File: src/common/pkg_blas.sv
/*
 * Shared types of the matrix-vector engine
 * Word, address, unit and issue widths, opcode and command enums,
 * host, chain, memory and issue structs
 */

package pkg_blas;

	////////////////////////////////////////////////////////////////////////////
	// Widths
	////////////////////////////////////////////////////////////////////////////
	typedef logic [31:0]	data_t;
	typedef logic [5:0]		addr_t;
	typedef logic [2:0]		unit_id_t;
	typedef logic [7:0]		unit_mask_t;
	typedef logic [3:0]		issue_no_t;

	localparam int DMEM_WORDS = 2 ** $bits(addr_t);

	////////////////////////////////////////////////////////////////////////////
	// Encodings
	////////////////////////////////////////////////////////////////////////////
	typedef enum logic [1:0] {
		OP_ADD,
		OP_SUB,
		OP_MUL,			// Low half of the product
		OP_CPY			// dst gets operand a
	} op_t;

	typedef enum logic [1:0] {
		CMD_NOP,
		CMD_STORE,
		CMD_LOAD,
		CMD_EXEC
	} cmd_t;

	typedef enum logic [1:0] {
		ST_IDLE,
		ST_LOAD,
		ST_DRAIN,
		ST_EXEC
	} ctrl_state_t;

	////////////////////////////////////////////////////////////////////////////
	// Bundles
	////////////////////////////////////////////////////////////////////////////
	typedef struct packed {
		op_t		op;
		addr_t		dst;
		addr_t		src_a;
		addr_t		src_b;
	} instr_t;

	typedef struct packed {
		cmd_t		cmd;
		unit_id_t	unit;
		addr_t		addr;
		data_t		data;
		instr_t		instr;
		unit_mask_t	mask;
	} host_if_t;

	typedef struct packed {
		logic		valid;
		data_t		data;
	} host_ret_t;

	// Forward chain packet
	typedef struct packed {
		logic		valid;
		logic		is_load;
		unit_id_t	unit;
		addr_t		addr;
		data_t		data;
	} route_t;

	typedef struct packed {
		logic		valid;
		data_t		data;
	} ret_t;

	typedef struct packed {
		logic		en;
		logic		we;
		addr_t		addr;
		data_t		data;
	} mem_req_t;

	typedef struct packed {
		logic		start;
		issue_no_t	no;
		instr_t		instr;
		unit_mask_t	mask;
	} issue_t;

	typedef struct packed {
		ctrl_state_t	state;
		issue_no_t		last_commit;
	} stat_t;

endpackage

File: src/tpu/tpu.sv
/*
 * Processing unit
 * Operand fetch, ALU and write back for one broadcast instruction
 */

module tpu
	import pkg_blas::*;
#(
	parameter int UNIT_ID = 0
)(
	input	logic		clock,
	input	logic		rst_n,
	input	issue_t		issue,
	output	mem_req_t	mem_req,
	input	data_t		mem_rdata,
	output	logic		term
);

	typedef enum logic [1:0] {
		PU_IDLE,
		PU_RD_B,
		PU_WR
	} pu_state_t;

	pu_state_t	state;
	instr_t		instr;
	data_t		opa;
	data_t		result;
	logic		go;

	assign go = issue.start && issue.mask[UNIT_ID];

	// Operand b comes straight from the memory port
	always_comb begin
		case (instr.op)
			OP_ADD:		result = opa + mem_rdata;
			OP_SUB:		result = opa - mem_rdata;
			OP_MUL:		result = opa * mem_rdata;
			default:	result = opa;
		endcase
	end

	always_comb begin
		mem_req.en		= 1'b0;
		mem_req.we		= 1'b0;
		mem_req.addr	= issue.instr.src_a;	// First read straight off the broadcast
		mem_req.data	= result;
		case (state)
			PU_IDLE: mem_req.en = go;
			PU_RD_B: begin
				mem_req.en		= 1'b1;
				mem_req.addr	= instr.src_b;
			end
			PU_WR: begin
				mem_req.en		= 1'b1;
				mem_req.we		= 1'b1;
				mem_req.addr	= instr.dst;
			end
			default: mem_req.en = 1'b0;
		endcase
	end

	always_ff @(posedge clock) begin
		if (!rst_n) begin
			state	<= PU_IDLE;
			term	<= 1'b0;
		end else begin
			term <= (state == PU_WR);	// Pulses with the write
			case (state)
				PU_IDLE: begin
					if (go) begin
						state <= PU_RD_B;
					end
				end
				PU_RD_B:	state <= PU_WR;
				default:	state <= PU_IDLE;
			endcase
		end
	end

	always_ff @(posedge clock) begin
		if (state == PU_IDLE && go) begin
			instr <= issue.instr;
		end
		if (state == PU_RD_B) begin
			opa <= mem_rdata;
		end
	end

endmodule

File: config.mk
export PLATFORM = sky130hd
export DESIGN_NAME = tpu
export DESIGN_NICKNAME = d
export VERILOG_FILES = /design/src/common/pkg_blas.sv /design/src/tpu/tpu.sv
export SDC_FILE = /design/constraint.sdc
export NUM_CORES = 1
export LEC_CHECK = 0
export BUFFER_PORTS_ARGS = -buffer_cell sky130_fd_sc_hd__buf_2
export CORE_ASPECT_RATIO = 1.5
export CORE_MARGIN = 2
export CORE_UTILIZATION = 65
export DETAILED_ROUTE_END_ITERATION = 6
export MAX_ROUTING_LAYER = met4
export PLACE_DENSITY = 0.92
export SLEW_MARGIN = 20
export SYNTH_ARGS = -nofsm -noshare
export SYNTH_HDL_FRONTEND = slang
export SYNTH_SLANG_ARGS = --single-unit
File: constraint.sdc
create_clock -name clock -period 8.15 [get_ports clock]
set_input_delay 0.4075 -clock clock [delete_from_list [all_inputs] [get_ports clock]]
set_output_delay 0.4075 -clock clock [all_outputs]
set_load 0.01 [all_outputs]
# --- Yosys cells after proc, flatten, opt, wreduce, memory -nomap -nowiden ---
# Index checks and enable logic that the tools add are counted.
# Widths: inputs -> output; s select.
totals:
  reg_bits: 49
  in_bits: 67
  out_inout_bits: 41
  word_cells: 25
op_classes:
  add_sub_neg: 2
  multipliers: 1
  n_eq_ne: 5
  n_mux: 6
  n_reduce_logical: 5
op_table:
  columns: ["cell", "count"]
  rows:
  - ["$pmux 32 s3", 1]
  - ["$add 32x32->32", 1]
  - ["$mul 32x32->32", 1]
  - ["$sub 32x32->32", 1]
  - ["$pmux 6 s2", 1]
  - ["$eq 2x1->1 const B", 2]
  - ["$eq 2x2->1 const B", 2]
  - ["$logic_not 2->1", 2]
  - ["$pmux 2 s2", 1]
  - ["$logic_and 1x1->1", 2]
  - ["$mux 2", 1]
  - ["$ne 2x2->1 const B", 1]
  - ["$pmux 1 s2", 1]
  - ["$reduce_or 2->1", 1]
  - ["$mux 1", 1]

# --- Logic depth before layout (Yosys ltp) ---
depth:
  word_depth: 3
  ltp_mapped: 27
  mapped_depth_nobuf: 25

# --- Worst setup path after synthesis ---
# OpenSTA, ideal clock, no wires.
synth_timing:
  kind: "input port to output port"
  start: "in mem_rdata[8]"
  end: "out mem_req[31] in the netlist's numbering"
  arrival_time_ns: 6.827
  t_required_ns: 7.743
  setup_slack_ns: 0.915
  cell_stages: 20
  path_buffers: 2
  path_cell_list: "clkbuf_1 > clkbuf_1 > nand2_1 > fa_1 > fa_1 > fa_1 > fa_1 > fa_1 > inv_1 > fa_1 > fa_1 > fa_1 > ha_1 > nand3_1 > or3_1 > o2111ai_1 > a41oi_1 > xnor2_1 > o211a_1 > a21oi_1"
synth_rtl:
  columns: ["item", "line_no", "rtl"]
  rows:
  - ["start, declared", "tpu.sv:15", "input data_t mem_rdata,"]
  - ["end, declared", "tpu.sv:14", "output mem_req_t mem_req,"]

==> metrics.md <==
| Metric | Value |
|---|---|
| Status | `finished, violations left` |
| Failing checks | `negative setup slack` |
| Top cell type's share of synthesized area | `0.404` |
| Post-synth EDFFs | `46` |
| Area contributors post-synth | `fa_1 (40%), ha_1 (9.9%), and2_1 (9.5%)` |
| Setup crit end kind | `output pin` |
| Die area | `32700 um^2` |
| Die height | `220 um` |
| Fin. Hold Viols | `0` |
| Mapped Area | `20300 um^2` |
| Clock sink count | `49` |
| Syn nets | `2905` |
| DRT antenna net count | `0` |
| Crit path max fanout | `7` |
| Congestion Overflow GR | `0` |
| Number of max-cap violations | `0` |
| Clock edge transition at the registers on the reported setup and hold paths | `70 ps` |
| Post-DP Area | `21700 um^2` |
| HPWL after DPL | `51100 um` |
| Max Fclk | `122 MHz` |
| Final setup viols | `1` |
| TritonCTS clock tree | `yes` |
| Sum of negative setup slack | `-20.1 ps` |
| Post-layout util | `0.725` |
| HP Class | `in -> reg` |
| Vias | `17890` |
| Number of global-route vias before repair | `19652` |
| Max-slew headroom | `0.558` |
| Via/cell ratio | `6.38` |
| Crit path DAT | `7760 ps` |
| Avg Synthesized Cell Area | `8.94 um^2` |
| Initial Util | `0.658` |
| TritonRoute pass-1 iters | `6` |
| Starting DRT DRC Count | `2056` |
| Final Max Tran Viols | `0` |
| CTS H-tree lvls | `2` |
| Kind of critical path | `reg -> out` |
| Synth cell types | `77` |
| Maximum root-to-sink buffer count | `2` |
| Nets | `3032` |
| Main synth FF type | `edfxtp_1` |
| Placed insts | `2759` |
| Unrepaired setup endpoints after global routing | `true` |
| Final worst-path cycle share | `1.00` |
| Mapped Cells | `2268` |
| Drt wl/cell | `24.6 um` |
| Non-Filler Instances | `2805` |
| Core ar. | `30800 um^2` |
| Worst-margin pin slew | `664 ps` |
| Commonest non-fill, non-tap cell in the layout | `fa_1` |
| Clk Latency, worst-skew pair | `300 ps` |
| Ys async rst share | `0` |
| #FFs+latches synth | `49` |
| Initial antenna violation count | `2` |
| Layout cell share with drive strength beyond 1 | `0.126` |
| PortBufs | `96` |
| Final Skew | `9.40 ps` |
| IO Pins | `108` |
| Min Tclk post-route | `8170 ps` |
| Yosys warning total | `0` |
| Rows | `79` |
| Layout area overhead | `10.2%` |
| Number of filler cells placed in the layout | `2058` |
| CP startpoint kind | `flip-flop` |
| GRT Overall Usage | `0.430` |
| Synth area leader | `fa_1` |
| Inserted Clock Buffers | `5` |
| Routability cong. | `1.03` |
| Commonest non-fill, non-tap cells in the layout | `fa_1 (401), inv_1 (396), and2_1 (309)` |
| Post-route setup slack | `-20.1 ps` |
| Sequential cell area fraction in the yosys report | `0.0711` |
| Final Cell Area | `22400 um^2` |
| Die Span X | `148 um` |
| WP data required | `7740 ps` |
| Root buffer cell | `clkbuf_16` |
| Pin count of the biggest net entering global routing | `61` |
| DRC | `0` |
| Routed WL | `68900 um` |
| First-pass GRT wire length | `103000 um` |
[cells by family after synthesis]
| kind of cell | synth area share |
|---|---|
| AO/OA/AOI/OAI | 0.0764 |
| XOR/XNOR | 0.0607 |
| buffers and inverters | 0.0982 |
| multiplexers | 0.00598 |
| AND/OR/NAND/NOR | 0.185 |
| adder cells (fa/ha/maj) | 0.503 |
| flip-flops | 0.0711 |
[what timing repair did]
item	4_1_cts	5_1_grt
hold buffers	0	0
pin swaps	2	31
endpoints found under the setup margin	9	12
resized for setup	3	52
setup buffers	23	11
cloned	0	0
[through the flow]
step	worst slack, ps	hold slack, ps
2_1_floorplan	915	485
3_3_place_gp	43.8	501
3_5_place_dp	-72.6	540
4_1_cts	0.834	282
5_1_grt	-192	282
6_report	-20.1	285
[routing by layer]
layer,GRT usage,vias to the layer above,routed length [um]
li1,-,7196,-
met1,0.450,8558,20800
met2,0.699,1463,32500
met3,0.0915,673,7900
met4,0.348,0,7720
met5,-,-,0
[cell usage after synthesis (39+ instances only)]
| cell type | count |
|---|---|
| nor2_1 | 60 |
| xor2_1 | 39 |
| fa_1 | 409 |
| ha_1 | 161 |
| and2_1 | 309 |
| inv_1 | 396 |
| a21oi_1 | 69 |
| xnor2_1 | 99 |
| nand2_1 | 291 |
| edfxtp_1 | 46 |
| clkbuf_1 | 112 |
| o21ai_0 | 51 |
[cell type report]
type	instances	area, um^2	area share
multi-input cells	1700	17100	0.764
repair buffers	242	1690	0.0756
inverters	397	1490	0.0667
flip-flops and latches	49	1440	0.0645
well taps	405	507	0.0227
clock buffers	6	129	0.00577
clock inverters	2	15.0	0.000672
diodes	4	10.0	0.000448
[critical path, cell delays in order (launching register included)]
cell,delay [ps]
edfxtp_1,580
buf_6,210
buf_4,160
and2_1,180
fa_1,470
fa_1,540
inv_1,80
fa_1,510
fa_1,580
inv_1,60
fa_1,590
fa_1,460
fa_2,660
fa_1,450
ha_1,400
o21ai_0,270
nand2b_1,100
a21oi_2,210
a211oi_4,70
xnor2_2,270
a31oi_1,140
a211o_1,270
buf_2,140
[worst paths after layout]
check	to	slack, ps	cells after the start	from
worst min-delay path	instr[0]	290	1	issue[8]
worst max register to register	instr[15]	6480	3	state[1]
worst min register to register	state[1]	560	2	state[1]
worst max-delay path	mem_req[30]	-20	22	opa[13]
[registers in the layout, summed over array words and instances, names as in the netlist]
register and cells:
opa 32, state 2, instr 14, term 1
Power is left out: the tool's default activity adds up to more than one toggle a clock period on the data nets, which glitch-free logic cannot reach.
