<file path="config.mk">
export PLATFORM = sky130hd
export DESIGN_NAME = commit_agg
export DESIGN_NICKNAME = d
export VERILOG_FILES = /design/src/common/pkg_blas.sv /design/src/source/commit_agg.sv
export SDC_FILE = /design/constraint.sdc
export NUM_CORES = 1
export LEC_CHECK = 0
export BUFFER_PORTS_ARGS = -buffer_cell sky130_fd_sc_hd__buf_2
export CAP_MARGIN = 20
export CORE_ASPECT_RATIO = 0.8
export CORE_MARGIN = 1
export CORE_UTILIZATION = 31
export CTS_CLUSTER_DIAMETER = 120
export CTS_CLUSTER_SIZE = 28
export DETAILED_ROUTE_END_ITERATION = 7
export PLACE_DENSITY = 0.63
export SLEW_MARGIN = 20
export SYNTH_ARGS = -nofsm -noshare
export SYNTH_HDL_FRONTEND = slang
export SYNTH_SLANG_ARGS = --single-unit
</file>
<file path="constraint.sdc">
create_clock -name clock -period 2.65 [get_ports clock]
set_input_delay 0.53 -clock clock [delete_from_list [all_inputs] [get_ports clock]]
set_output_delay 0.53 -clock clock [all_outputs]
set_load 0.005 [all_outputs]
</file>
<file path="src/common/pkg_blas.sv">
/*
 * Shared types of the matrix-vector engine
 * Word, address, unit and issue widths, opcode and command enums,
 * host, chain, memory and issue structs
 */

package pkg_blas;

	////////////////////////////////////////////////////////////////////////////
	// Widths
	////////////////////////////////////////////////////////////////////////////
	typedef logic [31:0]	data_t;
	typedef logic [5:0]		addr_t;
	typedef logic [2:0]		unit_id_t;
	typedef logic [7:0]		unit_mask_t;
	typedef logic [3:0]		issue_no_t;

	localparam int DMEM_WORDS = 2 ** $bits(addr_t);

	////////////////////////////////////////////////////////////////////////////
	// Encodings
	////////////////////////////////////////////////////////////////////////////
	typedef enum logic [1:0] {
		OP_ADD,
		OP_SUB,
		OP_MUL,			// Low half of the product
		OP_CPY			// dst gets operand a
	} op_t;

	typedef enum logic [1:0] {
		CMD_NOP,
		CMD_STORE,
		CMD_LOAD,
		CMD_EXEC
	} cmd_t;

	typedef enum logic [1:0] {
		ST_IDLE,
		ST_LOAD,
		ST_DRAIN,
		ST_EXEC
	} ctrl_state_t;

	////////////////////////////////////////////////////////////////////////////
	// Bundles
	////////////////////////////////////////////////////////////////////////////
	typedef struct packed {
		op_t		op;
		addr_t		dst;
		addr_t		src_a;
		addr_t		src_b;
	} instr_t;

	typedef struct packed {
		cmd_t		cmd;
		unit_id_t	unit;
		addr_t		addr;
		data_t		data;
		instr_t		instr;
		unit_mask_t	mask;
	} host_if_t;

	typedef struct packed {
		logic		valid;
		data_t		data;
	} host_ret_t;

	// Forward chain packet
	typedef struct packed {
		logic		valid;
		logic		is_load;
		unit_id_t	unit;
		addr_t		addr;
		data_t		data;
	} route_t;

	typedef struct packed {
		logic		valid;
		data_t		data;
	} ret_t;

	typedef struct packed {
		logic		en;
		logic		we;
		addr_t		addr;
		data_t		data;
	} mem_req_t;

	typedef struct packed {
		logic		start;
		issue_no_t	no;
		instr_t		instr;
		unit_mask_t	mask;
	} issue_t;

	typedef struct packed {
		ctrl_state_t	state;
		issue_no_t		last_commit;
	} stat_t;

endpackage

</file>
<file path="src/source/commit_agg.sv">
/*
 * Commit aggregator
 * Counts unit terminations against the enabled units of an execute
 */

module commit_agg
	import pkg_blas::*;
#(
	parameter int NUM_UNITS = 4
)(
	input	logic					clock,
	input	logic					rst_n,
	input	issue_t					issue,
	input	logic [NUM_UNITS-1:0]	term,
	output	logic					commit,
	output	issue_no_t				commit_no
);

	localparam unit_mask_t UNIT_EXIST = unit_mask_t'((1 << NUM_UNITS) - 1);

	logic		active;
	logic [3:0]	expect_cnt;
	logic [3:0]	term_cnt;
	logic [3:0]	n_en;

	function automatic logic [3:0] popcnt(input unit_mask_t v);
		logic [3:0] n;
		n = '0;
		for (int i = 0; i < $bits(unit_mask_t); i++) begin
			n = n + 4'(v[i]);
		end
		return n;
	endfunction

	// Mask bits beyond the last unit are ignored
	assign n_en = popcnt(issue.mask & UNIT_EXIST);

	always_ff @(posedge clock) begin
		if (!rst_n) begin
			active		<= 1'b0;
			commit		<= 1'b0;
			expect_cnt	<= '0;
			term_cnt	<= '0;
		end else if (issue.start) begin
			active		<= (n_en != '0);
			commit		<= (n_en == '0);	// Empty mask commits at once
			expect_cnt	<= n_en;
			term_cnt	<= '0;
		end else if (active && term_cnt == expect_cnt) begin
			active		<= 1'b0;
			commit		<= 1'b1;
		end else begin
			commit		<= 1'b0;
			term_cnt	<= term_cnt + popcnt(unit_mask_t'(term));
		end
	end

	always_ff @(posedge clock) begin
		if (issue.start) begin
			commit_no <= issue.no;
		end
	end

endmodule

</file>
* After elaboration in Yosys (flattened, before gate mapping)
Index checks and enable logic that the tools add are counted. W data, S select, Z words.
Operators by class: reductions and logical operators 5, shift operators 0, eq/ne operators 1, magnitude comparators 0, mux-type cells 4, div/mod/pow operators 0, bitwise gates (word level) 1, $add $sub $neg 7, multiply operators 0
Operator list (number):
- $add A3 B1 Y4 | 2
- $add A2 B1 Y3 | 2
- $add A1 B1 Y2 | 2
- $add A4 B4 Y4 | 1
- $eq A4 B4 Y1 | 1
- $logic_not A4 Y1 | 1
- $mux W1 | 4
- $reduce_bool A4 Y1 | 1
- $reduce_bool A2 Y1 | 1
- $reduce_or A2 Y1 | 1
- $logic_and A1 B1 Y1 | 1
- $not A1 Y1 | 1
Storage, ports and cells: output and inout bits 5, memories 0, input port bits 39, latch bits 0, word-level logic and storage cells 23, memory bits (writable) 0, ROM bits 0, register bits after elaboration 14

* Depth between registers and ports, before layout
word-level depth 5, mapped depth 8, depth with buffers taken out 8

* Least setup slack after synthesis
Ideal clock, no wire load.
path kind input to register, from input port issue[0] (netlist name), to register active, stages 8, required time 2.534 ns, arrival time 2.094 ns, path slack 0.439 ns, setup time 0.116 ns, cell sequence inv_1 > fa_1 > inv_1 > ha_1 > ha_1 > o31ai_1 > nor2_1 > a31o_2
Between the ends: word-level cells in the longest chain between the ends 5
Ends and longest elaborated chain:
- start, declared | line commit_agg.sv:13 | input issue_t issue,
- $add A1 B1 Y2 | line commit_agg.sv:30 | n = n + 4'(v[i]);
- $add A2 B1 Y3 | line commit_agg.sv:30
- $add A3 B1 Y4 | line commit_agg.sv:30
- net n_en[1] | line commit_agg.sv:24 | logic [3:0] n_en;
- $reduce_bool A4 Y1 | line commit_agg.sv:45 | active <= (n_en != '0);
- $mux W1 | line commit_agg.sv:44 | end else if (issue.start) begin
- end signal, assigned | line commit_agg.sv:45
- end, declared | line commit_agg.sv:21 | logic active;
The timed path passes the listed nets, and every way through them passes these cells. A chain may end at the register's enable or synchronous reset.

* Final worst setup path
from input port term[0], to register term_cnt[1]
Between the ends: word-level cells in the longest chain between the ends 4
Ends and longest elaborated chain:
- start, declared | line commit_agg.sv:14 | input logic [NUM_UNITS-1:0] term,
- $add A1 B1 Y2 | line commit_agg.sv:30
- $add A2 B1 Y3 | line commit_agg.sv:30
- $add A3 B1 Y4 | line commit_agg.sv:30
- $add A4 B4 Y4 | line commit_agg.sv:54 | term_cnt <= term_cnt + popcnt(unit_mask_t'(term));
- end signal, assigned | line commit_agg.sv:54
- end, declared | line commit_agg.sv:23 | logic [3:0] term_cnt;
No other way between the ends.

==> flow_summary_export.csv <==
group,metric,value,unit
placement,dp_cells,103,
final_layout,regArea,300,µm²
placement,io_buffer_count,19,
clock_network,cts-root-buf,"clkbuf_4",
floorplan,start_util,0.341,
placement,place_congestion,0.682,
critical_path,cp.required,2820,ps
yosys,yosysTopAreaCell,"dfxtp_1",
power,p_seq_frac,0.515,
sta,setup_viol,0,
sta,slew_violations,0,
critical_path,cp.buffers_inverters,3,
clock_network,ctsResizeCount,0,
power,pwr-share-comb,0.223,
floorplan,num_rows,14,
hold_path,whs_path_depth,1,
grt,grt_first_pass_wirelength,1820,µm
run_status,status,"finished, final reports clean",
clock_network,cts.sinks,13,
power,p_sw_frac,0.267,
critical_path,worstPathCellList,"buf_2 > fa_1 > inv_1 > fa_1 > inv_1 > fa_1 > mux2i_1 > nor2_1",
detailed_routing,routed_wl,1110,µm
grt,antenna_found_initial,0,
clock_network,cts_buffers,3,
sta,grt_setup_unrepaired,"false",
critical_path,critPathCaptureType,"flop",
critical_path,critical_path_class,"input port to flop",
critical_path,crit_cells,8,
critical_path,slowest_delay,530,ps
critical_path,worstPathMaxFanout,2,
clock_network,cts_tree,"built",
power,powerDensity,559,mW/mm²
grt,grt_usage,0.112,
floorplan,fp.coreArea,0.00194,mm²
power,power_switching,121,µW
yosys,synth_ff_type,"dfxtp_1",
placement,hpwlAfterDp,925,µm
floorplan,ioPinCount,44,
final_layout,fin_nets,130,
sta,tns,0,ps
yosys,synth_area_leaders,"dfxtp_1 (27%), edfxtp_1 (18%), fa_1 (12%), mux2i_1 (6.0%), ha_1 (5.7%)",
clock_network,clockBufferDepth,2,
yosys,syn_nets,107,
power,peakVddDrop,0.000250,V
floorplan,die_h,43.4,µm
power,p_leak,0.388,nW
critical_path,arrival,2300,ps
sta,skew,5.17,ps
power,intPower,332,µW
clock_network,cts.clk_slew.worst_paths,80,ps
yosys,seq_area_frac_synth,0.453,
grt,grt_overflow,0,
critical_path,critPathSlowestCell,"fa_1",
detailed_routing,drc,0,
clock_network,htreeDepth,1,
clock_network,worstSkewPairLatency,270,ps
yosys,async_reset_ff_frac,0,
critical_path,cpMostUsedCell,"fa_1",
yosys,synthCells,61,
sta,worstMarginPinSlew,268,ps
yosys,yosysMostFrequentCell,"inv_1",
detailed_routing,dr.pass1.iters,2,
final_layout,syn2layout_area_growth,22.3,%
critical_path,critPathTopFamily,"adder cells",
critical_path,start_kind,"input port",
sta,hold_viol_final,0,
yosys,ys_warn_count,0,
detailed_routing,vias_per_cell,4.52,
detailed_routing,routedWlPerCell,10.4,µm
sta,min_period,2140,ps
detailed_routing,drtAntennaViolNets,0,
grt,grt_pass1_vias,469,
clock_network,cts_hold_buf,0,
detailed_routing,num_vias,484,
final_layout,final_layout_size_suffix_gt1_frac,0.301,
power,p_clk_frac,0.262,
yosys,ys_types,22,
detailed_routing,drt-initial-drc-count,8,
final_layout,multi_input_area,322,µm²
yosys,syn_avg_cell_area,10.9,µm²
yosys,synth_area,663,µm²
critical_path,rr_worst_depth,6,
clock_network,post-cts-setup-buffers,0,
sta,timing.final.crit_share,0.806,
final_layout,fill_cells,187,
sta,timing.slew.headroom,0.820,
yosys,ys_top_cells_by_count,"inv_1 (10), dfxtp_1 (9), nor2_1 (7)",
yosys,synth_seq_cells,13,
hold_path,hold_class,"input port to flop",
yosys,synth_edf_count,4,
sta,fmax,468,MHz
floorplan,fp.dieW,53.7,µm
final_layout,n_antenna_cell,0,
job,max_cap_viol_count,0,
floorplan,die-area,0.00233,mm²
yosys,synth_top_area_frac,0.272,
final_layout,instances_no_fill,107,
grt,grt_max_degree,11,
==> per-layer routing <==
metal / GRT usage / share of wire / wire [µm]
met1: 0.118 / 0.42 / 469
met2: 0.195 / 0.48 / 531
met3: 0.0632 / 0.088 / 98
met4: 0.0158 / 0.0090 / 10
met5: 0 / 0 / 0
==> power groups by stage <==
stage	Clock (mW)	Sequential [mW]	Combinational (mW)
floorplan	0	0.237	0.0695
global placement	0	0.238	0.0978
detailed placement	0	0.238	0.101
CTS	0.124	0.234	0.101
global route	0.135	0.236	0.117
finish	0.119	0.233	0.101
==> logic make-up (layout without fill, tap and decap cells) <==
| logic type | Yosys count | count (layout) | synth area share |
|---|---|---|---|
| xor gates and xnor gates | 3 | 3 | 0.0396 |
| buffers and inverters | 11 | 33 | 0.0623 |
| DFF | 13 | 13 | 0.453 |
| and+or+nand+nor | 16 | 16 | 0.134 |
| muxes | 4 | 4 | 0.0604 |
| adders and majority gates | 7 | 7 | 0.177 |
| AOI/OAI and AO/OA | 7 | 7 | 0.0736 |
==> worst paths after layout <==
| check | startpoint | endpoint | slack, ps |
|---|---|---|---|
| worst min-delay path | issue[30] | commit_no[2]$_DFFE_PP_ | 430 |
| worst max-delay path | term[0] | term_cnt[1]$_SDFFE_PP0N_ | 510 |
| worst max register to register | term_cnt[0]$_SDFFE_PP0N_ | term_cnt[1]$_SDFFE_PP0N_ | 980 |
| worst min register to register | term_cnt[3]$_SDFFE_PP0N_ | term_cnt[3]$_SDFFE_PP0N_ | 480 |
==> cell usage in the layout, fill, tap and decap left out, types with 2 or more instances in the layout <==
master    count
buf_2        19
fa_1          4
ha_1          3
nand2_1       2
xnor2_1       3
a21oi_1       2
nor2_1        7
clkbuf_4      3
inv_1        10
mux2i_1       4
nor2b_1       2
edfxtp_1      4
dfxtp_1       9
==> per-stage QoR <==
step                      total power, mW  cell area [µm²]  setup slack (ps)  utilization  hold WS [ps]
after global routing                0.489              811               411        0.417           411
final                               0.453              811               515        0.417           435
after floorplan                     0.307              663               439            -           436
after detailed placement            0.340              785               237        0.403           472
after global placement              0.336              785               265        0.403           448
after CTS                           0.459              811               531        0.417           429
==> layout make-up <==
class	count	share of cell area
Multi-Input combinational cell	37	0.397
Timing Repair Buffer	19	0.117
Inverter	10	0.0463
Sequential cell	13	0.370
Clock buffer	4	0.0324
Tap cell	24	0.0370
==> flip-flops by register name, indices dropped and copies added, names as in the netlist <==
name	flops
commit_no	4
term_cnt	4
expect_cnt	3
active	1
commit	1
(Power assumes the default switching activity.)
