File: src/common/pkg_blas.sv
/*
 * Shared types of the matrix-vector engine
 * Word, address, unit and issue widths, opcode and command enums,
 * host, chain, memory and issue structs
 */

package pkg_blas;

	////////////////////////////////////////////////////////////////////////////
	// Widths
	////////////////////////////////////////////////////////////////////////////
	typedef logic [31:0]	data_t;
	typedef logic [5:0]		addr_t;
	typedef logic [2:0]		unit_id_t;
	typedef logic [7:0]		unit_mask_t;
	typedef logic [3:0]		issue_no_t;

	localparam int DMEM_WORDS = 2 ** $bits(addr_t);

	////////////////////////////////////////////////////////////////////////////
	// Encodings
	////////////////////////////////////////////////////////////////////////////
	typedef enum logic [1:0] {
		OP_ADD,
		OP_SUB,
		OP_MUL,			// Low half of the product
		OP_CPY			// dst gets operand a
	} op_t;

	typedef enum logic [1:0] {
		CMD_NOP,
		CMD_STORE,
		CMD_LOAD,
		CMD_EXEC
	} cmd_t;

	typedef enum logic [1:0] {
		ST_IDLE,
		ST_LOAD,
		ST_DRAIN,
		ST_EXEC
	} ctrl_state_t;

	////////////////////////////////////////////////////////////////////////////
	// Bundles
	////////////////////////////////////////////////////////////////////////////
	typedef struct packed {
		op_t		op;
		addr_t		dst;
		addr_t		src_a;
		addr_t		src_b;
	} instr_t;

	typedef struct packed {
		cmd_t		cmd;
		unit_id_t	unit;
		addr_t		addr;
		data_t		data;
		instr_t		instr;
		unit_mask_t	mask;
	} host_if_t;

	typedef struct packed {
		logic		valid;
		data_t		data;
	} host_ret_t;

	// Forward chain packet
	typedef struct packed {
		logic		valid;
		logic		is_load;
		unit_id_t	unit;
		addr_t		addr;
		data_t		data;
	} route_t;

	typedef struct packed {
		logic		valid;
		data_t		data;
	} ret_t;

	typedef struct packed {
		logic		en;
		logic		we;
		addr_t		addr;
		data_t		data;
	} mem_req_t;

	typedef struct packed {
		logic		start;
		issue_no_t	no;
		instr_t		instr;
		unit_mask_t	mask;
	} issue_t;

	typedef struct packed {
		ctrl_state_t	state;
		issue_no_t		last_commit;
	} stat_t;

endpackage

File: src/source/issue_ctrl.sv
/*
 * Host command controller
 * Store and load packets into the chain, load return to the host,
 * drain timer ahead of each execute, issue numbering and commit status
 */

module issue_ctrl
	import pkg_blas::*;
#(
	parameter int NUM_UNITS = 4
)(
	input	logic		clock,
	input	logic		rst_n,
	input	logic		req,
	input	host_if_t	host_in,
	output	route_t		route_out,
	input	ret_t		route_ret,
	output	host_ret_t	host_out,
	output	issue_t		issue,
	input	logic		commit,
	input	issue_no_t	commit_no,
	output	logic		busy,
	output	stat_t		status
);

	localparam logic [3:0] DRAIN_INIT = 4'(NUM_UNITS + 1);	// NUM_UNITS+2 drain cycles

	ctrl_state_t	state;
	logic [3:0]		drain_cnt;
	issue_no_t		last_commit;

	logic			cmd_req;
	logic			is_route;
	logic			drain_done;
	logic			ld_done;

	assign cmd_req		= req && (state == ST_IDLE);
	assign is_route		= cmd_req && (host_in.cmd == CMD_STORE || host_in.cmd == CMD_LOAD);
	assign drain_done	= (state == ST_DRAIN) && (drain_cnt == '0);
	assign ld_done		= (state == ST_LOAD) && route_ret.valid;

	////////////////////////////////////////////////////////////////////////////
	// Command FSM
	////////////////////////////////////////////////////////////////////////////
	always_ff @(posedge clock) begin
		if (!rst_n) begin
			state		<= ST_IDLE;
			drain_cnt	<= '0;
			last_commit	<= '0;
		end else begin
			case (state)
				ST_IDLE: begin
					if (cmd_req && host_in.cmd == CMD_LOAD) begin
						state <= ST_LOAD;
					end else if (cmd_req && host_in.cmd == CMD_EXEC) begin
						state		<= ST_DRAIN;
						drain_cnt	<= DRAIN_INIT;
					end
				end
				ST_LOAD: begin
					if (route_ret.valid) begin
						state <= ST_IDLE;
					end
				end
				ST_DRAIN: begin
					if (drain_cnt == '0) begin
						state <= ST_EXEC;
					end else begin
						drain_cnt <= drain_cnt - 4'd1;
					end
				end
				ST_EXEC: begin
					if (commit) begin
						state		<= ST_IDLE;
						last_commit	<= commit_no;
					end
				end
				default: state <= ST_IDLE;
			endcase
		end
	end

	// One chain packet per store or load
	always_ff @(posedge clock) begin
		route_out.is_load	<= (host_in.cmd == CMD_LOAD);
		route_out.unit		<= host_in.unit;
		route_out.addr		<= host_in.addr;
		route_out.data		<= host_in.data;
		if (!rst_n) begin
			route_out.valid <= 1'b0;
		end else begin
			route_out.valid <= is_route;
		end
	end

	always_ff @(posedge clock) begin
		if (ld_done) begin
			host_out.data <= route_ret.data;
		end
		if (!rst_n) begin
			host_out.valid <= 1'b0;
		end else begin
			host_out.valid <= ld_done;
		end
	end

	////////////////////////////////////////////////////////////////////////////
	// Execute broadcast
	////////////////////////////////////////////////////////////////////////////
	always_ff @(posedge clock) begin
		if (cmd_req && host_in.cmd == CMD_EXEC) begin
			issue.instr	<= host_in.instr;
			issue.mask	<= host_in.mask;
		end
		if (!rst_n) begin
			issue.start	<= 1'b0;
			issue.no	<= '0;
		end else begin
			issue.start	<= drain_done;
			if (drain_done) begin
				issue.no <= issue.no + issue_no_t'(1);	// First execute is 1
			end
		end
	end

	assign busy					= (state != ST_IDLE);
	assign status.state			= state;
	assign status.last_commit	= last_commit;

endmodule

File: config.mk
export PLATFORM = sky130hd
export DESIGN_NAME = issue_ctrl
export DESIGN_NICKNAME = d
export VERILOG_FILES = /design/src/common/pkg_blas.sv /design/src/source/issue_ctrl.sv
export SDC_FILE = /design/constraint.sdc
export NUM_CORES = 1
export LEC_CHECK = 0
export BUFFER_PORTS_ARGS = -buffer_cell sky130_fd_sc_hd__buf_4
export CAP_MARGIN = 20
export CORE_ASPECT_RATIO = 2
export CORE_MARGIN = 2
export CORE_UTILIZATION = 35
export DETAILED_ROUTE_END_ITERATION = 8
export PLACE_DENSITY = 0.68
export RECOVER_POWER = 50
export SYNTH_ARGS = -nofsm -noshare
export SYNTH_HDL_FRONTEND = slang
export SYNTH_SLANG_ARGS = --single-unit
export TNS_END_PERCENT = 1
File: constraint.sdc
create_clock -name clock -period 5.45 [get_ports clock]
set_input_delay 0.8175 -clock clock [delete_from_list [all_inputs] [get_ports clock]]
set_output_delay 0.8175 -clock clock [all_outputs]
set_load 0.1 [all_outputs]
# Word-level counts from Yosys, hierarchy flattened
# Cells that the tools add are included.
# word_totals
output_inout_bits	116
regBits	119
elab_cells	56
input_bits	112
# classes
n_reduce_logical	14
n_mux	10
addsub	2
eq_ne	13
# op_table
cell	n
2-to-1 mux 4 bit	3
2-to-1 mux 2 bit	5
== test 2 bit (second input constant)	4
!= test 2 bit (second input constant)	4
one-hot mux 2 bit (4 select lines)	1
one-hot mux 4 bit (2 select lines)	1
AND reduction 4 bit	2
logical AND 1 bit	6
adder 4 x 1 -> 4 bit (second input constant)	1
== test 2 x 1 -> 1 bit (second input constant)	2
logical NOT 4 bit	1
!= test 2 x 1 -> 1 bit (second input constant)	2
nonzero test 2 bit	2
subtractor 4 x 1 -> 4 bit (second input constant)	1
!= test 3 x 1 -> 1 bit (second input constant)	1
logical NOT 2 bit	1
AND reduction 2 bit	1
logical OR 1 bit	1

# Longest topological paths before layout
# logic_depth
depth_word	6
depth_mapped	6
depth_no_buf	5

# Least setup slack after synthesis
# Ideal clock, no wire load.
# synth_timing
kind	reg2reg
start	register state[1]
end	register issue[0] (netlist name), enable pin
stages_incl_launch_ff	4
setup_slack_ns	2.247
n_path_buf	1
setup_time_ns	0.413
required_time_ns	5.037
arrival_time_ns	2.790
synth_period_minus_slack_ns	3.203
path_cell_list	dfxtp_1 -> buf_2 -> or2_2 -> nor2_1
# synth_via
elab_chain_cells	3
# synth_lines
item	line	rtl
from (decl)	issue_ctrl.sv:28	ctrl_state_t state;
from (signal assigned)	issue_ctrl.sv:47	state <= ST_IDLE;
from (signal assigned)	issue_ctrl.sv:54	state <= ST_LOAD;
from (signal assigned)	issue_ctrl.sv:56	state <= ST_DRAIN;
logical NOT 2 bit	issue_ctrl.sv:37	assign cmd_req = req && (state == ST_IDLE);
logical AND 1 bit	issue_ctrl.sv:37	
logical AND 1 bit	issue_ctrl.sv:111	if (cmd_req && host_in.cmd == CMD_EXEC) begin
to (decl)	issue_ctrl.sv:19	output issue_t issue,
# Every way passes these cells.
# A chain may end at the register's enable or synchronous reset.

# Worst setup path in the final report
# layout_timing
start	register state[1]
end	register issue[16] (netlist name), enable pin
# The elaborated chain is that of the path after synthesis.

==> reports/results.ini <==
[cts]
clk_pin_slew_ns = 0.05
cts-hold-fix-buffers = 0
cts_tree = built
post-cts-setup-buffers = 0
cts-root-buf = clkbuf_16
numCtsBuffers = 17
cts.sinks = 119
htreeDepth = 4
clk_latency_ns = 0.40
cts_resized = 0
cts.path.max_buffers = 2

[pwr]
p_leak_nw = 2.58
power_mw = 2.42
peakVddDrop_mv = 0.417
p_per_area_nw_per_um2 = 410

[cells_and_area]
fin_cells = 585
drive_above_1_share_pct = 56.5
final_cell_mix = buf_4, clkbuf_4, edfxtp_1
fin_nets = 557
stdcell_area_um2 = 5900
final_common_cell = buf_4
nFillCells = 816
area_growth_syn_to_layout_pct = 69.3
num_antenna_cells = 0
multi_input_area_um2 = 464
regArea_um2 = 2980

[critical_path]
slowest_delay_ns = 1.07
crit_fanout = 28
critPathTopFamily = buffers and inverters
r2r-start = state[1]$_SDFFE_PN0P_
start_kind = flop
slowest_stage = clkbuf_1
critPathBufInv = 1
criticalPathCategory = flop to flop
end_kind = flop
timing.rr.end = issue[16]$_DFFE_PP_
required_ns = 5.45
path_cells = or2_2 > nor2_1 > clkbuf_1
rr_worst_depth = 3
arrival_ns = 2.40
rrSetupSlack_ns = 3.05

[timing]
hold_viol_final = 0
setup_viol = 0
maxSlewHeadroom_pct = 2.21
fin_tns_setup_ns = 0
period_minus_slack_ns = 2.40
rsz0062_at_grt = false
slew_viol_final = 0
finalClockSkew_ns = 0.00536
tightest_slew_ns = 1.47
min_period_over_period_pct = 44.0
timing.fmax_ghz = 0.417

[placed_design]
place_congestion = 0.780
portBuffers = 227
dpl.cell_count = 553
dp_hpwl_um = 7260
placed_area_um2 = 5350

[floorplanning]
die_area_um2 = 10800
io_pins = 228
initial_core_util_pct = 35.9
core.rowCount = 51
fp.coreArea_um2 = 9700
die_height_um = 145
dieWidth_um = 74.5

[synthesis]
yosysSeqAreaShare_pct = 85.6
ys_types = 33
synth_warnings = 0
ys.flop_type = edfxtp_1
syn_nets = 316
postSynth.asyncResetShare_pct = 0
synth_edf_count = 60
synth_area_um2 = 3480
syn_area_per_cell_um2 = 17.5
synth-seq-cells = 119
syn_inst = 199

[route]
drtAntennaViolNets = 0
drc = 0
routed_wl_um = 9130
avgRoutedWirePerCell_um = 15.6
vias = 2534
drt_iter0_drc = 68
avgViaCountPerCell = 4.33
firstDrtPassIters = 4

[job]
maxCapViolCount = 0

[global_route]
grt_pass1_wl_um = 13300
grt_util_all_layers_pct = 17.1
grt_max_degree = 33
grt_pass1_vias = 2536
overflow = 0
antenna_found_initial = 0

[worst_hold_path]
min_to = issue[31]$_SDFFE_PN0P_
min_path_cells = 2
worstHoldStart = issue[31]$_SDFFE_PN0P_
hp-class = flop to flop

[run_status]
outcome = finished clean

[state kept, by name, indices dropped and copies added, names as in the netlist]
signal	count
issue	33
route_out	43
state	2
drain_cnt	4
host_out	33
last_commit	4
[per-stage QoR]
stage                     hold WS (ns)  utilization, %  setup WS, ns
after floorplan                  0.469               -          2.25
after global placement           0.465            55.1          3.30
after detailed placement         0.486            55.1          3.25
after CTS                        0.493            61.1          3.12
after global routing             0.514            60.8          2.89
final                            0.490            60.8          3.05
[area by class of cell]
cell class / instances / area share, %
Clock buffer: 21 / 8.19
Sequential cell: 119 / 50.6
Timing Repair Buffer: 228 / 28.6
Inverter: 5 / 0.318
Tap cell: 132 / 2.80
Multi-Input combinational cell: 69 / 7.87
Clock inverter: 11 / 1.63
[tightest hold or removal path, stage by stage (launching register included)]
cell and delay, ns:
dfxtp_1 0.32, o31ai_1 0.06, a21oi_1 0.06
[synthesized netlist by cell type (2+ instances only)]
cell type | instances | area (um^2)
ha_1 | 5 | 62.6
edfxtp_1 | 60 | 1800
nor2_1 | 8 | 30.0
nand3_1 | 5 | 25.0
nor2b_1 | 2 | 12.5
nand2_1 | 9 | 33.8
buf_2 | 2 | 10.0
nand2b_1 | 2 | 12.5
a21oi_1 | 5 | 25.0
or2_2 | 2 | 12.5
o21ai_0 | 4 | 20.0
mux2i_1 | 7 | 70.1
clkbuf_1 | 4 | 15.0
inv_1 | 5 | 18.8
nor3_1 | 3 | 15.0
dfxtp_1 | 59 | 1180
[cells by family after synthesis]
group | count (synthesis) | share of synthesized area [%]
multiplexers | 7 | 2.01
flip-flops | 119 | 85.6
AO/OA/AOI/OAI | 18 | 3.30
AND/OR/NAND/NOR | 39 | 6.00
adder cells (fa/ha/maj) | 5 | 1.80
buffers and inverters | 11 | 1.26
[power breakdown]
part           leakage, nW  internal, mW  total (mW)  switching [mW]
Combinational         1.26        0.0946       0.376           0.281
Sequential            1.04         0.978       0.992          0.0137
Clock                0.273         0.677        1.05           0.373
Total                 2.58          1.75        2.42           0.667
[worst max-delay path by stage]
stage,start,endpoint,slack [ns],cells past startpoint
final,state[1]$_SDFFE_PN0P_,issue[16]$_DFFE_PP_,3.05,3
after global routing,state[1]$_SDFFE_PN0P_,issue[1]$_DFFE_PP_,2.89,3
after CTS,state[1]$_SDFFE_PN0P_,busy,3.12,2
after detailed placement,host_in[69],drain_cnt[1]$_SDFFE_PN0P_,3.25,6
after global placement,host_in[69],drain_cnt[1]$_SDFFE_PN0P_,3.30,6
after floorplan,state[1]$_SDFFE_PN0P_,issue[0]$_DFFE_PP_,2.25,3
[metal layers]
layer,routed length (um),vias to the layer above,track usage (%)
li1,-,1206,-
met4,412,0,10.0
met2,5100,133,30.2
met5,0,-,0
met1,2930,1168,15.8
met3,696,27,6.11
Power figures use the tool's default switching activity.
