==> src/common/pkg_blas.sv <==
/*
 * Shared types of the matrix-vector engine
 * Word, address, unit and issue widths, opcode and command enums,
 * host, chain, memory and issue structs
 */

package pkg_blas;

	////////////////////////////////////////////////////////////////////////////
	// Widths
	////////////////////////////////////////////////////////////////////////////
	typedef logic [31:0]	data_t;
	typedef logic [5:0]		addr_t;
	typedef logic [2:0]		unit_id_t;
	typedef logic [7:0]		unit_mask_t;
	typedef logic [3:0]		issue_no_t;

	localparam int DMEM_WORDS = 2 ** $bits(addr_t);

	////////////////////////////////////////////////////////////////////////////
	// Encodings
	////////////////////////////////////////////////////////////////////////////
	typedef enum logic [1:0] {
		OP_ADD,
		OP_SUB,
		OP_MUL,			// Low half of the product
		OP_CPY			// dst gets operand a
	} op_t;

	typedef enum logic [1:0] {
		CMD_NOP,
		CMD_STORE,
		CMD_LOAD,
		CMD_EXEC
	} cmd_t;

	typedef enum logic [1:0] {
		ST_IDLE,
		ST_LOAD,
		ST_DRAIN,
		ST_EXEC
	} ctrl_state_t;

	////////////////////////////////////////////////////////////////////////////
	// Bundles
	////////////////////////////////////////////////////////////////////////////
	typedef struct packed {
		op_t		op;
		addr_t		dst;
		addr_t		src_a;
		addr_t		src_b;
	} instr_t;

	typedef struct packed {
		cmd_t		cmd;
		unit_id_t	unit;
		addr_t		addr;
		data_t		data;
		instr_t		instr;
		unit_mask_t	mask;
	} host_if_t;

	typedef struct packed {
		logic		valid;
		data_t		data;
	} host_ret_t;

	// Forward chain packet
	typedef struct packed {
		logic		valid;
		logic		is_load;
		unit_id_t	unit;
		addr_t		addr;
		data_t		data;
	} route_t;

	typedef struct packed {
		logic		valid;
		data_t		data;
	} ret_t;

	typedef struct packed {
		logic		en;
		logic		we;
		addr_t		addr;
		data_t		data;
	} mem_req_t;

	typedef struct packed {
		logic		start;
		issue_no_t	no;
		instr_t		instr;
		unit_mask_t	mask;
	} issue_t;

	typedef struct packed {
		ctrl_state_t	state;
		issue_no_t		last_commit;
	} stat_t;

endpackage

==> src/source/router.sv <==
/*
 * Chain router stage
 * Local delivery or forwarding of packets, merge of load returns
 */

module router
	import pkg_blas::*;
#(
	parameter int UNIT_ID = 0
)(
	input	logic		clock,
	input	logic		rst_n,
	input	route_t		fwd_in,
	output	route_t		fwd_out,
	input	ret_t		ret_in,
	output	ret_t		ret_out,
	output	mem_req_t	mem_req,
	input	data_t		mem_rdata
);

	logic	local_hit;
	logic	rd_pend;	// Read data arrives this cycle

	assign local_hit = fwd_in.valid && (fwd_in.unit == unit_id_t'(UNIT_ID));

	assign mem_req.en	= local_hit;
	assign mem_req.we	= !fwd_in.is_load;
	assign mem_req.addr	= fwd_in.addr;
	assign mem_req.data	= fwd_in.data;

	always_ff @(posedge clock) begin
		if (!rst_n) begin
			fwd_out.valid	<= 1'b0;
			rd_pend			<= 1'b0;
			ret_out.valid	<= 1'b0;
		end else begin
			fwd_out.valid	<= fwd_in.valid && !local_hit;
			rd_pend			<= local_hit && fwd_in.is_load;
			ret_out.valid	<= rd_pend || ret_in.valid;
		end
	end

	always_ff @(posedge clock) begin
		fwd_out.is_load	<= fwd_in.is_load;
		fwd_out.unit	<= fwd_in.unit;
		fwd_out.addr	<= fwd_in.addr;
		fwd_out.data	<= fwd_in.data;
		ret_out.data	<= rd_pend ? mem_rdata : ret_in.data;	// Only one load in flight
	end

endmodule

==> config.mk <==
export PLATFORM = sky130hd
export DESIGN_NAME = router
export DESIGN_NICKNAME = d
export VERILOG_FILES = /design/src/common/pkg_blas.sv /design/src/source/router.sv
export SDC_FILE = /design/constraint.sdc
export NUM_CORES = 1
export LEC_CHECK = 0
export BUFFER_PORTS_ARGS = -buffer_cell sky130_fd_sc_hd__buf_2
export CAP_MARGIN = 20
export CORE_MARGIN = 2
export CORE_UTILIZATION = 35
export CTS_CLUSTER_DIAMETER = 50
export CTS_CLUSTER_SIZE = 8
export DETAILED_ROUTE_END_ITERATION = 16
export HOLD_SLACK_MARGIN = 0.15
export PLACE_DENSITY = 0.77
export REMOVE_ABC_BUFFERS = 1
export SYNTH_ARGS = -nofsm -noshare
export SYNTH_HDL_FRONTEND = slang
export SYNTH_SLANG_ARGS = --single-unit
==> constraint.sdc <==
create_clock -name clock -period 2.3 [get_ports clock]
set_input_delay 0.23 -clock clock [delete_from_list [all_inputs] [get_ports clock]]
set_output_delay 0.23 -clock clock [all_outputs]
set_load 0.005 [all_outputs]
==> metrics.json, run 1 <==
{
  "floorplan": {
    "row_count": 30,
    "design.portCount": 226,
    "initial_utilization_pct": 35.9,
    "dieWidth_um": 87.0,
    "die_outline_height_um": 87.0
  },
  "yosys": {
    "avgSynthCellArea_um2": 15.2,
    "netlist.area_leader.share_pct": 63.9,
    "synthesis.instances": 159,
    "synth.lib_cells_used.distinct": 13,
    "yosysTopAreaCell": "sky130_fd_sc_hd__dfxtp_1",
    "synth.cell_area_um2": 2410,
    "synth-seq-cells": 77,
    "ys_warn_count": 0,
    "yosys-top-cells-area": "sky130_fd_sc_hd__dfxtp_1 64%, sky130_fd_sc_hd__mux2_4 18%, sky130_fd_sc_hd__buf_4 12%",
    "synth.yosys.seq_area_share_pct": 63.9
  },
  "placed_design": {
    "area_post_placement_um2": 3280,
    "port-buffer-count": 225,
    "dp_hpwl_mm": 4.87,
    "routabilityCongestion": 0.785
  },
  "status": {
    "error_message": "[ERROR RSZ-0060] Max buffer count reached.",
    "run_status": "stopped before the end",
    "flow.stopped_at": "clock tree synthesis (4_1_cts)"
  },
  "cts": {
    "cts_htree_levels": 3,
    "cts_resized": 0,
    "root_buffer_selected_by_cts": "sky130_fd_sc_hd__clkbuf_8",
    "cts_inserted_buffers": 9,
    "max-clock-path-buffers": 2,
    "cts_setup_buffers": 0,
    "clock_sink_count": 77,
    "ctsHoldBuffers": 102
  }
}
==> Yosys cell counts (all sizes together) <==
cell,n
nand2,1
mux2,32
nor2,1
dfxtp,77
and2,1
buf,43
o21a,1
inv,1
nor3,1
and4,1
==> cells by family after synthesis <==
group	count (synthesis)	share of synthesized area, %
AO/OA/AOI/OAI	1	0.311
multiplexers	32	19.4
flip-flops	77	63.9
buffers and inverters	44	15.2
AND/OR/NAND/NOR	5	1.14
==> through the flow <==
step                utilization, %  cells  setup slack, ns  hold WS (ns)
floorplan                        -    116            0.404         0.258
global placement              48.9    422            0.947         0.344
detailed placement            48.9    422            0.907         0.347
==> run 2: changes to the inputs <==
--- a/config.mk
+++ b/config.mk
@@ -8,12 +8,9 @@
 export BUFFER_PORTS_ARGS = -buffer_cell sky130_fd_sc_hd__buf_2
 export CAP_MARGIN = 20
 export CORE_MARGIN = 2
-export CORE_UTILIZATION = 35
-export CTS_CLUSTER_DIAMETER = 50
-export CTS_CLUSTER_SIZE = 8
+export CORE_UTILIZATION = 20
 export DETAILED_ROUTE_END_ITERATION = 16
-export HOLD_SLACK_MARGIN = 0.15
-export PLACE_DENSITY = 0.77
+export PLACE_DENSITY_LB_ADDON = 0.15
 export REMOVE_ABC_BUFFERS = 1
 export SYNTH_ARGS = -nofsm -noshare
 export SYNTH_HDL_FRONTEND = slang
==> run 2 against run 1 <==
The flow now finishes without violations. Synthesized area is the same. Synthesized cell count stayed put.
==> metrics.json, run 2 <==
{
  "cts": {
    "cts_inserted_buffers": {"value": 9, "change": "unchanged"},
    "clock_tree_from_tritoncts": "done",
    "max-clock-path-buffers": {"value": 2, "change": "unchanged"},
    "cts_resized": {"value": 0, "change": "unchanged"},
    "clock_sink_count": {"value": 77, "change": "unchanged"},
    "clkSlewWorstSetupHoldPaths_ns": 0.06,
    "clock_latency_ns": 0.34,
    "cts_htree_levels": {"value": 3, "change": "unchanged"},
    "root_buffer_selected_by_cts": {"value": "sky130_fd_sc_hd__clkbuf_16", "change": "was sky130_fd_sc_hd__clkbuf_8"}
  },
  "timing": {
    "layout_min_cycle_time_ns": 1.69,
    "finalHoldViolations": 0,
    "clock.fmax_mhz": 590,
    "final.setup_skew_ns": 0.00257,
    "max_slew.worst_pin.slew_ns": 0.550,
    "final_min_period_over_clock_period_pct": 73.6,
    "max_slew_headroom_pct": 63.3,
    "number_of_slew_limit_violations_in_the_final_report": 0,
    "setup-violations-final": 0,
    "grt_setup_unrepaired": "false",
    "setup-tns-final_ns": 0,
    "postLayoutSetupSlackWorst_ns": 0.606
  },
  "hold_path": {
    "hold_depth": 1,
    "worst_hold_startpoint": "fwd_in[19]",
    "worst_hold_path.endpoint": "fwd_out[19]",
    "type_of_the_tightest_min_delay_check": "input port to flip-flop"
  },
  "floorplan": {
    "dieArea_um2": 13000,
    "core_um2": 11900,
    "design.portCount": {"value": 226, "change": "unchanged"},
    "initial_utilization": {"value": 20.3, "unit": "%", "change": "was 35.9%"},
    "die_outline_height": {"value": 114, "unit": "um", "change": "was 87.0 um"},
    "row_count": {"value": 40, "change": "was 30"},
    "dieWidth": {"value": 114, "unit": "um", "change": "was 87.0 um"}
  },
  "final_layout": {
    "areaGrowthSynthToFinish_pct": 68.7,
    "most-common-layout-cells": "225 x sky130_fd_sc_hd__buf_2, 76 x sky130_fd_sc_hd__dfxtp_1, 37 x sky130_fd_sc_hd__dlygate4sd3_1, 29 x sky130_fd_sc_hd__mux2_4, 9 x sky130_fd_sc_hd__clkbuf_16",
    "instances_no_fill": 543,
    "biggestRegsByFlops": "fwd_out: 43 flops, ret_out: 33 flops, rd_pend: 1 flops",
    "largest_register_ffs": 43,
    "nNetsFinal": 501,
    "final_layout_size_suffix_gt1_share_pct": 69.7,
    "layout.cells.most_common": "sky130_fd_sc_hd__buf_2",
    "insertedDiodeCount": 0,
    "regMostFlops": "fwd_out"
  },
  "worst_setup_path": {
    "reg2regPathDepth": 2,
    "path_class": "input port to primary output",
    "regToRegSetupSlack_ns": 0.86,
    "crit_arrival_ns": 1.46,
    "worst_path_cell_trace": "dlygate4sd3_1 -> buf_2 -> nor3_1 -> and2_1 -> buf_2",
    "rr_startpoint": "rd_pend",
    "critical_path_peak_fanout": 3,
    "master_of_the_slowest_instance_on_the_critical_path": "sky130_fd_sc_hd__dlygate4sd3_1",
    "cp_data_required_time_ns": 2.07,
    "crit-reg2reg-capture": "ret_out[28]",
    "cp-start-kind": "input port",
    "critPathMostFrequentCell": "sky130_fd_sc_hd__buf_2",
    "worst_setup_path_end_kind": "primary output",
    "worst_path_largest_cell_delay_ns": 0.54
  },
  "drt": {
    "drt_drc_violations_left": 0,
    "per_cell_routed_wire_length_um": 12.2,
    "dr_total_vias": 1958,
    "dr.first_iter.drc_count": 46,
    "avgViaCountPerCell": 3.61,
    "detail-route-antenna-nets": 0,
    "drt_first_pass_iters": 4,
    "drt_wl_total_mm": 6.62
  },
  "yosys": {
    "ys_warn_count": {"value": 0, "change": "unchanged"},
    "synthesis.instances": {"value": 159, "change": "unchanged"},
    "synth-seq-cells": {"value": 77, "change": "unchanged"},
    "synth.cell_area": {"value": 2410, "unit": "um^2", "change": "unchanged"},
    "dominantRegCellSynth": {"value": "sky130_fd_sc_hd__dfxtp_1", "change": "unchanged"},
    "async_reset_ff_share": {"value": 0, "unit": "%", "change": "unchanged"},
    "synth_top_cells_by_count": {"value": "77 x sky130_fd_sc_hd__dfxtp_1, 39 x sky130_fd_sc_hd__buf_4, 29 x sky130_fd_sc_hd__mux2_4", "change": "unchanged"},
    "yosys-top-cells-area": {"value": "sky130_fd_sc_hd__dfxtp_1 64%, sky130_fd_sc_hd__mux2_4 18%, sky130_fd_sc_hd__buf_4 12%", "change": "unchanged"},
    "yosysTopAreaCell": {"value": "sky130_fd_sc_hd__dfxtp_1", "change": "unchanged"},
    "synth-edff-count": {"value": 0, "change": "unchanged"},
    "netlist.area_leader.share": {"value": 63.9, "unit": "%", "change": "unchanged"},
    "synth.lib_cells_used.distinct": {"value": 13, "change": "unchanged"},
    "avgSynthCellArea": {"value": 15.2, "unit": "um^2", "change": "unchanged"},
    "synth.yosys.seq_area_share": {"value": 63.9, "unit": "%", "change": "unchanged"},
    "yosys.cell_count.top_type": {"value": "sky130_fd_sc_hd__dfxtp_1", "change": "unchanged"}
  },
  "placed_design": {
    "routabilityCongestion": {"value": 0.679, "change": "was 0.785"},
    "numPlacedInstances": {"value": 490, "change": "was 422"},
    "port-buffer-count": {"value": 225, "change": "unchanged"},
    "dp_hpwl": {"value": 4.77, "unit": "mm", "change": "was 4.87 mm"},
    "post-place-ws": {"value": 0.820, "unit": "ns", "change": "was 0.907 ns"}
  },
  "pwr": {
    "post-layout-total-power_mw": 3.27,
    "irDropWorstVdd_v": 0.000269,
    "leakage_nw": 2.09,
    "cellPowerDensity_nw_per_um2": 804
  },
  "grt": {
    "gr-total-overflow": 0,
    "grt_start_max_net_pins": 18,
    "first_global_vias": 1994,
    "grt_pass1_wl_mm": 9.50,
    "global_route.usage.total_pct": 10.0,
    "grt_antenna_before_repair": 0
  },
  "status": {
    "run_status": {"value": "finished clean", "change": "was stopped before the end"}
  },
  "job": {
    "maxCapViolCount": 0
  }
}
run 2: cell counts after synthesis:
No cell type changed its count.
run 2: what timing repair did:
action / CTS / global route
hold buffers: 37 / 0
endpoints found under the hold margin: 37 / 0
setup buffers: 0 / 0
run 2: how the worst max path moves through the flow:
stage | slack, ns | end | from | cells past startpoint
floorplan | 0.40 | ret_out[29] | rd_pend | 1
global placement | 0.86 | ret_out[18] | rd_pend | 2
detailed placement | 0.82 | ret_out[23] | rd_pend | 2
CTS | 0.64 | mem_req[39] | fwd_in[39] | 5
global route | 0.51 | mem_req[39] | fwd_in[39] | 5
finish | 0.61 | mem_req[39] | fwd_in[39] | 5
run 2: cell families after synthesis:
family | count (synthesis) | synth area share (%)
flops | 77 | 63.9
buf+inv | 44 | 15.2
mux | 32 | 19.4
simple gates | 5 | 1.14
compound gates | 1 | 0.311
run 2: per-stage QoR:
stage / hold WS [ns] / cell area, um^2 / util [%]
2_1_floorplan: 0.258 / 2050 / -
3_3_place_gp: 0.342 / 3380 / 28.3
3_5_place_dp: 0.346 / 3380 / 28.3
4_1_cts: 0.000158 / 4070 / 34.2
5_1_grt: 0.00107 / 4070 / 34.2
6_report: 0.0185 / 4070 / 34.2
run 2: report_power, final:
group / internal [mW] / switching (mW) / leakage, nW
logic: 0.217 / 0.111 / 1.28
registers: 1.41 / 0.0171 / 0.650
clock network: 0.976 / 0.542 / 0.158
total: 2.60 / 0.670 / 2.09
run 2: cell type report:
type | count | area (um^2)
Tap cell | 147 | 184
Clock buffer | 10 | 239
Fill cell | 1209 | 7840
Clock inverter | 6 | 86.3
Multi-Input combinational cell | 38 | 504
Sequential cell | 77 | 1540
Inverter | 1 | 3.75
Timing Repair Buffer | 264 | 1510
run 2: worst max-delay path, delay by kind of cell:
kind | cells | cell delay, ns
buffers and inverters | 3 | 0.77
and+or+nand+nor | 2 | 0.46
run 2: metal layers:
layer | global-route usage (%) | up-vias | part of all wire [%] | wire length, um
li1 | - | 947 | - | -
met1 | 8.62 | 842 | 35 | 2340
met2 | 17.7 | 155 | 48 | 3180
met3 | 5.47 | 14 | 14 | 914
met4 | 6.91 | 0 | 2.8 | 187
met5 | 0 | - | 0 | 0
No activity file was read; power rests on OpenSTA's default activity.
==> run 3: changes to the inputs <==
==> constraint.sdc (replaced) <==
create_clock -name clock -period 1.4 [get_ports clock]
set_input_delay 0.14 -clock clock [delete_from_list [all_inputs] [get_ports clock]]
set_output_delay 0.14 -clock clock [all_outputs]
set_load 0.005 [all_outputs]
==> run 3 against run 2 <==
Wire length is 1.8% lower. Flip-flop and latch count unchanged. Largest power group is now sequential cells. Setup slack got worse by 0.38 ns. Hold slack gained 0.0071 ns. Clock skew grew 0.0011 ns. Highest routed layer unchanged. Die area is the same.
==> metrics.json, run 3 (synthesized netlist as in run 2, its figures left out) <==
{
  "status": {
    "run_status": {"value": "finished clean", "change": "unchanged"}
  },
  "job": {
    "maxCapViolCount": {"value": 0, "change": "unchanged"}
  },
  "pwr": {
    "p_int": {"value": 4.07, "unit": "mW", "change": "was 2.60 mW"},
    "post-layout-total-power": {"value": 5.19, "unit": "mW", "change": "was 3.27 mW"},
    "irDropWorstVdd": {"value": 0.000417, "unit": "V", "change": "was 0.000269 V"},
    "clkPwrFrac": {"value": 44.2, "unit": "%", "change": "was 46.4%"},
    "pwr-share-comb": {"value": 10.7, "unit": "%", "change": "was 10.0%"},
    "power.net_switching": {"value": 1.12, "unit": "mW", "change": "was 670 uW"},
    "cellPowerDensity": {"value": 1250, "unit": "nW/um^2", "change": "was 804 nW/um^2"},
    "leakage": {"value": 2.11, "unit": "nW", "change": "was 2.09 nW"},
    "seqPwrFrac": {"value": 45.1, "unit": "%", "change": "was 43.6%"},
    "power.switching_fraction": {"value": 21.6, "unit": "%", "change": "was 20.5%"}
  },
  "cts": {
    "cts_htree_levels": {"value": 3, "change": "unchanged"},
    "clock_tree_from_tritoncts": {"value": "done", "change": "unchanged"},
    "max-clock-path-buffers": {"value": 2, "change": "unchanged"},
    "cts_inserted_buffers": {"value": 9, "change": "unchanged"},
    "cts_setup_buffers": {"value": 0, "change": "unchanged"},
    "clkSlewWorstSetupHoldPaths": {"value": 0.06, "unit": "ns", "change": "about the same"},
    "clock_sink_count": {"value": 77, "change": "unchanged"},
    "clock_latency": {"value": 0.34, "unit": "ns", "change": "about the same"},
    "root_buffer_selected_by_cts": {"value": "sky130_fd_sc_hd__clkbuf_16", "change": "unchanged"}
  },
  "timing": {
    "final_layout_worst_hold_slack": {"value": 0.0256, "unit": "ns", "change": "was 0.0185 ns"},
    "setup-violations-final": {"value": 0, "change": "unchanged"},
    "max_slew.worst_pin.slew": {"value": 0.319, "unit": "ns", "change": "was 0.550 ns"},
    "max_slew_headroom": {"value": 78.6, "unit": "%", "change": "was 63.3%"},
    "grt_setup_unrepaired": {"value": "false", "change": "unchanged"},
    "finalHoldViolations": {"value": 0, "change": "unchanged"},
    "clock.fmax_mhz": 852,
    "setup-tns-final": {"value": 0, "unit": "ns", "change": "unchanged"},
    "layout_min_cycle_time_ns": 1.17,
    "final_min_period_over_clock_period_pct": 83.8,
    "number_of_slew_limit_violations_in_the_final_report": {"value": 0, "change": "unchanged"},
    "final.setup_skew": {"value": 0.00367, "unit": "ns", "change": "was 0.00257 ns"}
  },
  "drt": {
    "drt_drc_violations_left": {"value": 0, "change": "unchanged"},
    "dr_total_vias": {"value": 1971, "change": "was 1,958"},
    "drt_first_pass_iters": {"value": 4, "change": "unchanged"},
    "dr.first_iter.drc_count": {"value": 47, "change": "was 46"},
    "detail-route-antenna-nets": {"value": 0, "change": "unchanged"},
    "drt_wl_total": {"value": 6.51, "unit": "mm", "change": "was 6.62 mm"},
    "avgViaCountPerCell": {"value": 3.58, "change": "was 3.61"},
    "per_cell_routed_wire_length": {"value": 11.8, "unit": "um", "change": "was 12.2 um"}
  },
  "final_layout": {
    "largest_register_ffs": {"value": 43, "change": "unchanged"},
    "final_layout_size_suffix_gt1_share": {"value": 68.8, "unit": "%", "change": "was 69.7%"},
    "regMostFlops": {"value": "fwd_out", "change": "unchanged"},
    "layout.cell_area.non_filler": {"value": 4130, "unit": "um^2", "change": "was 4070 um^2"},
    "layout.cells.most_common": {"value": "sky130_fd_sc_hd__buf_2", "change": "unchanged"},
    "instances_no_fill": {"value": 551, "change": "was 543"},
    "most-common-layout-cells": {"value": "225 x sky130_fd_sc_hd__buf_2, 76 x sky130_fd_sc_hd__dfxtp_1, 43 x sky130_fd_sc_hd__dlygate4sd3_1, 29 x sky130_fd_sc_hd__mux2_4, 9 x sky130_fd_sc_hd__clkbuf_16", "change": "was 225 x sky130_fd_sc_hd__buf_2, 76 x sky130_fd_sc_hd__dfxtp_1, 37 x sky130_fd_sc_hd__dlygate4sd3_1, 29 x sky130_fd_sc_hd__mux2_4, 9 x sky130_fd_sc_hd__clkbuf_16"},
    "biggestRegsByFlops": {"value": "fwd_out: 43 flops, ret_out: 33 flops, rd_pend: 1 flops", "change": "unchanged"},
    "nNetsFinal": {"value": 509, "change": "was 501"},
    "areaGrowthSynthToFinish": {"value": 71.3, "unit": "%", "change": "was 68.7%"},
    "insertedDiodeCount": {"value": 0, "change": "unchanged"}
  },
  "grt": {
    "grt_antenna_before_repair": {"value": 0, "change": "unchanged"},
    "grt_pass1_wl": {"value": 9.16, "unit": "mm", "change": "was 9.50 mm"},
    "global_route.usage.total": {"value": 9.79, "unit": "%", "change": "was 10.0%"},
    "gr-total-overflow": {"value": 0, "change": "unchanged"},
    "first_global_vias": {"value": 1926, "change": "was 1,994"},
    "grt_start_max_net_pins": {"value": 15, "change": "was 18"}
  },
  "floorplan": {
    "design.portCount": {"value": 226, "change": "unchanged"},
    "die_outline_height": {"value": 114, "unit": "um", "change": "unchanged"},
    "initial_utilization": {"value": 20.3, "unit": "%", "change": "unchanged"},
    "row_count": {"value": 40, "change": "unchanged"},
    "dieWidth": {"value": 114, "unit": "um", "change": "unchanged"},
    "dieArea": {"value": 13000, "unit": "um^2", "change": "unchanged"},
    "core": {"value": 11900, "unit": "um^2", "change": "unchanged"}
  },
  "worst_setup_path": {
    "worst_path_largest_cell_delay": {"value": 0.47, "unit": "ns", "change": "was 0.54 ns"},
    "critical_path_peak_fanout": {"value": 10, "change": "was 3"},
    "cp_data_required_time": {"value": 1.62, "unit": "ns", "change": "was 2.07 ns"},
    "regToRegSetupSlack": {"value": 0.23, "unit": "ns", "change": "was 0.86 ns"},
    "crit_arrival": {"value": 1.40, "unit": "ns", "change": "was 1.46 ns"},
    "worst_path_cell_trace": {"value": "buf_4 -> mux2_4", "change": "was dlygate4sd3_1 -> buf_2 -> nor3_1 -> and2_1 -> buf_2"},
    "cp-start-kind": {"value": "flip-flop", "change": "was input port"},
    "worst_setup_path_end_kind": {"value": "flip-flop", "change": "was primary output"},
    "path_class": {"value": "flip-flop to flip-flop", "change": "was input port to primary output"},
    "master_of_the_slowest_instance_on_the_critical_path": {"value": "sky130_fd_sc_hd__dfxtp_2", "change": "was sky130_fd_sc_hd__dlygate4sd3_1"}
  },
  "placed_design": {
    "area_post_placement": {"value": 3400, "unit": "um^2", "change": "was 3380 um^2"},
    "numPlacedInstances": {"value": 492, "change": "was 490"},
    "dp_hpwl": {"value": 4.86, "unit": "mm", "change": "was 4.77 mm"},
    "routabilityCongestion": {"value": 0.659, "change": "was 0.679"},
    "port-buffer-count": {"value": 225, "change": "unchanged"}
  },
  "hold_path": {
    "type_of_the_tightest_min_delay_check": {"value": "input port to flip-flop", "change": "unchanged"}
  }
}
run 3: metal layers:
| layer | global-route usage (%) | wire [um] | vias up |
|---|---|---|---|
| li1 | - | - | 958 |
| met1 | 8.74 | 2250 | 845 |
| met2 | 17.3 | 3200 | 156 |
| met3 | 4.78 | 872 | 12 |
| met4 | 6.83 | 181 | 0 |
| met5 | 0 | 0 | - |
run 3: what timing repair did:
| action | in CTS | in global routing |
|---|---|---|
| hold endpoints to repair | 43 | 0 |
| hold buffers | 43 | 0 |
| gates resized for setup | 0 | 0 |
run 3: layout make-up:
| cell class | count | area, um^2 |
|---|---|---|
| Clock buffer | 9 | 225 |
| Multi-Input combinational cell | 38 | 504 |
| Fill cell | 1182 | 7780 |
| Timing Repair Buffer | 272 | 1600 |
| Clock inverter | 7 | 75.1 |
| Inverter | 1 | 3.75 |
| Tap cell | 147 | 184 |
| Sequential cell | 77 | 1540 |
run 3: worst max-delay path: cells and delay by family (launching register included):
kind | cells | cell delay (ns)
buf+inv | 1 | 0.28
flops | 1 | 0.47
mux | 1 | 0.31
run 3: final timing paths:
check        startpoint          end  cells after the start
max             rd_pend  ret_out[12]                      2
min           ret_in[6]   ret_out[6]                      2
max reg2reg     rd_pend  ret_out[12]                      2
min reg2reg     rd_pend  ret_out[21]                      1
run 3: power by group through the flow:
stage	clock network [mW]	registers [mW]	logic, mW
floorplan	0	2.41	0.0792
global placement	0	2.39	0.470
detailed placement	0	2.39	0.470
CTS	2.41	2.34	0.562
global route	2.49	2.35	0.606
finish	2.29	2.34	0.554
run 3: through the flow:
stage	worst slack, ns	utilization (%)
after floorplan	-0.496	-
after global placement	0.210	28.6
after detailed placement	0.206	28.6
after CTS	0.202	34.7
after global routing	0.170	34.7
final	0.226	34.7
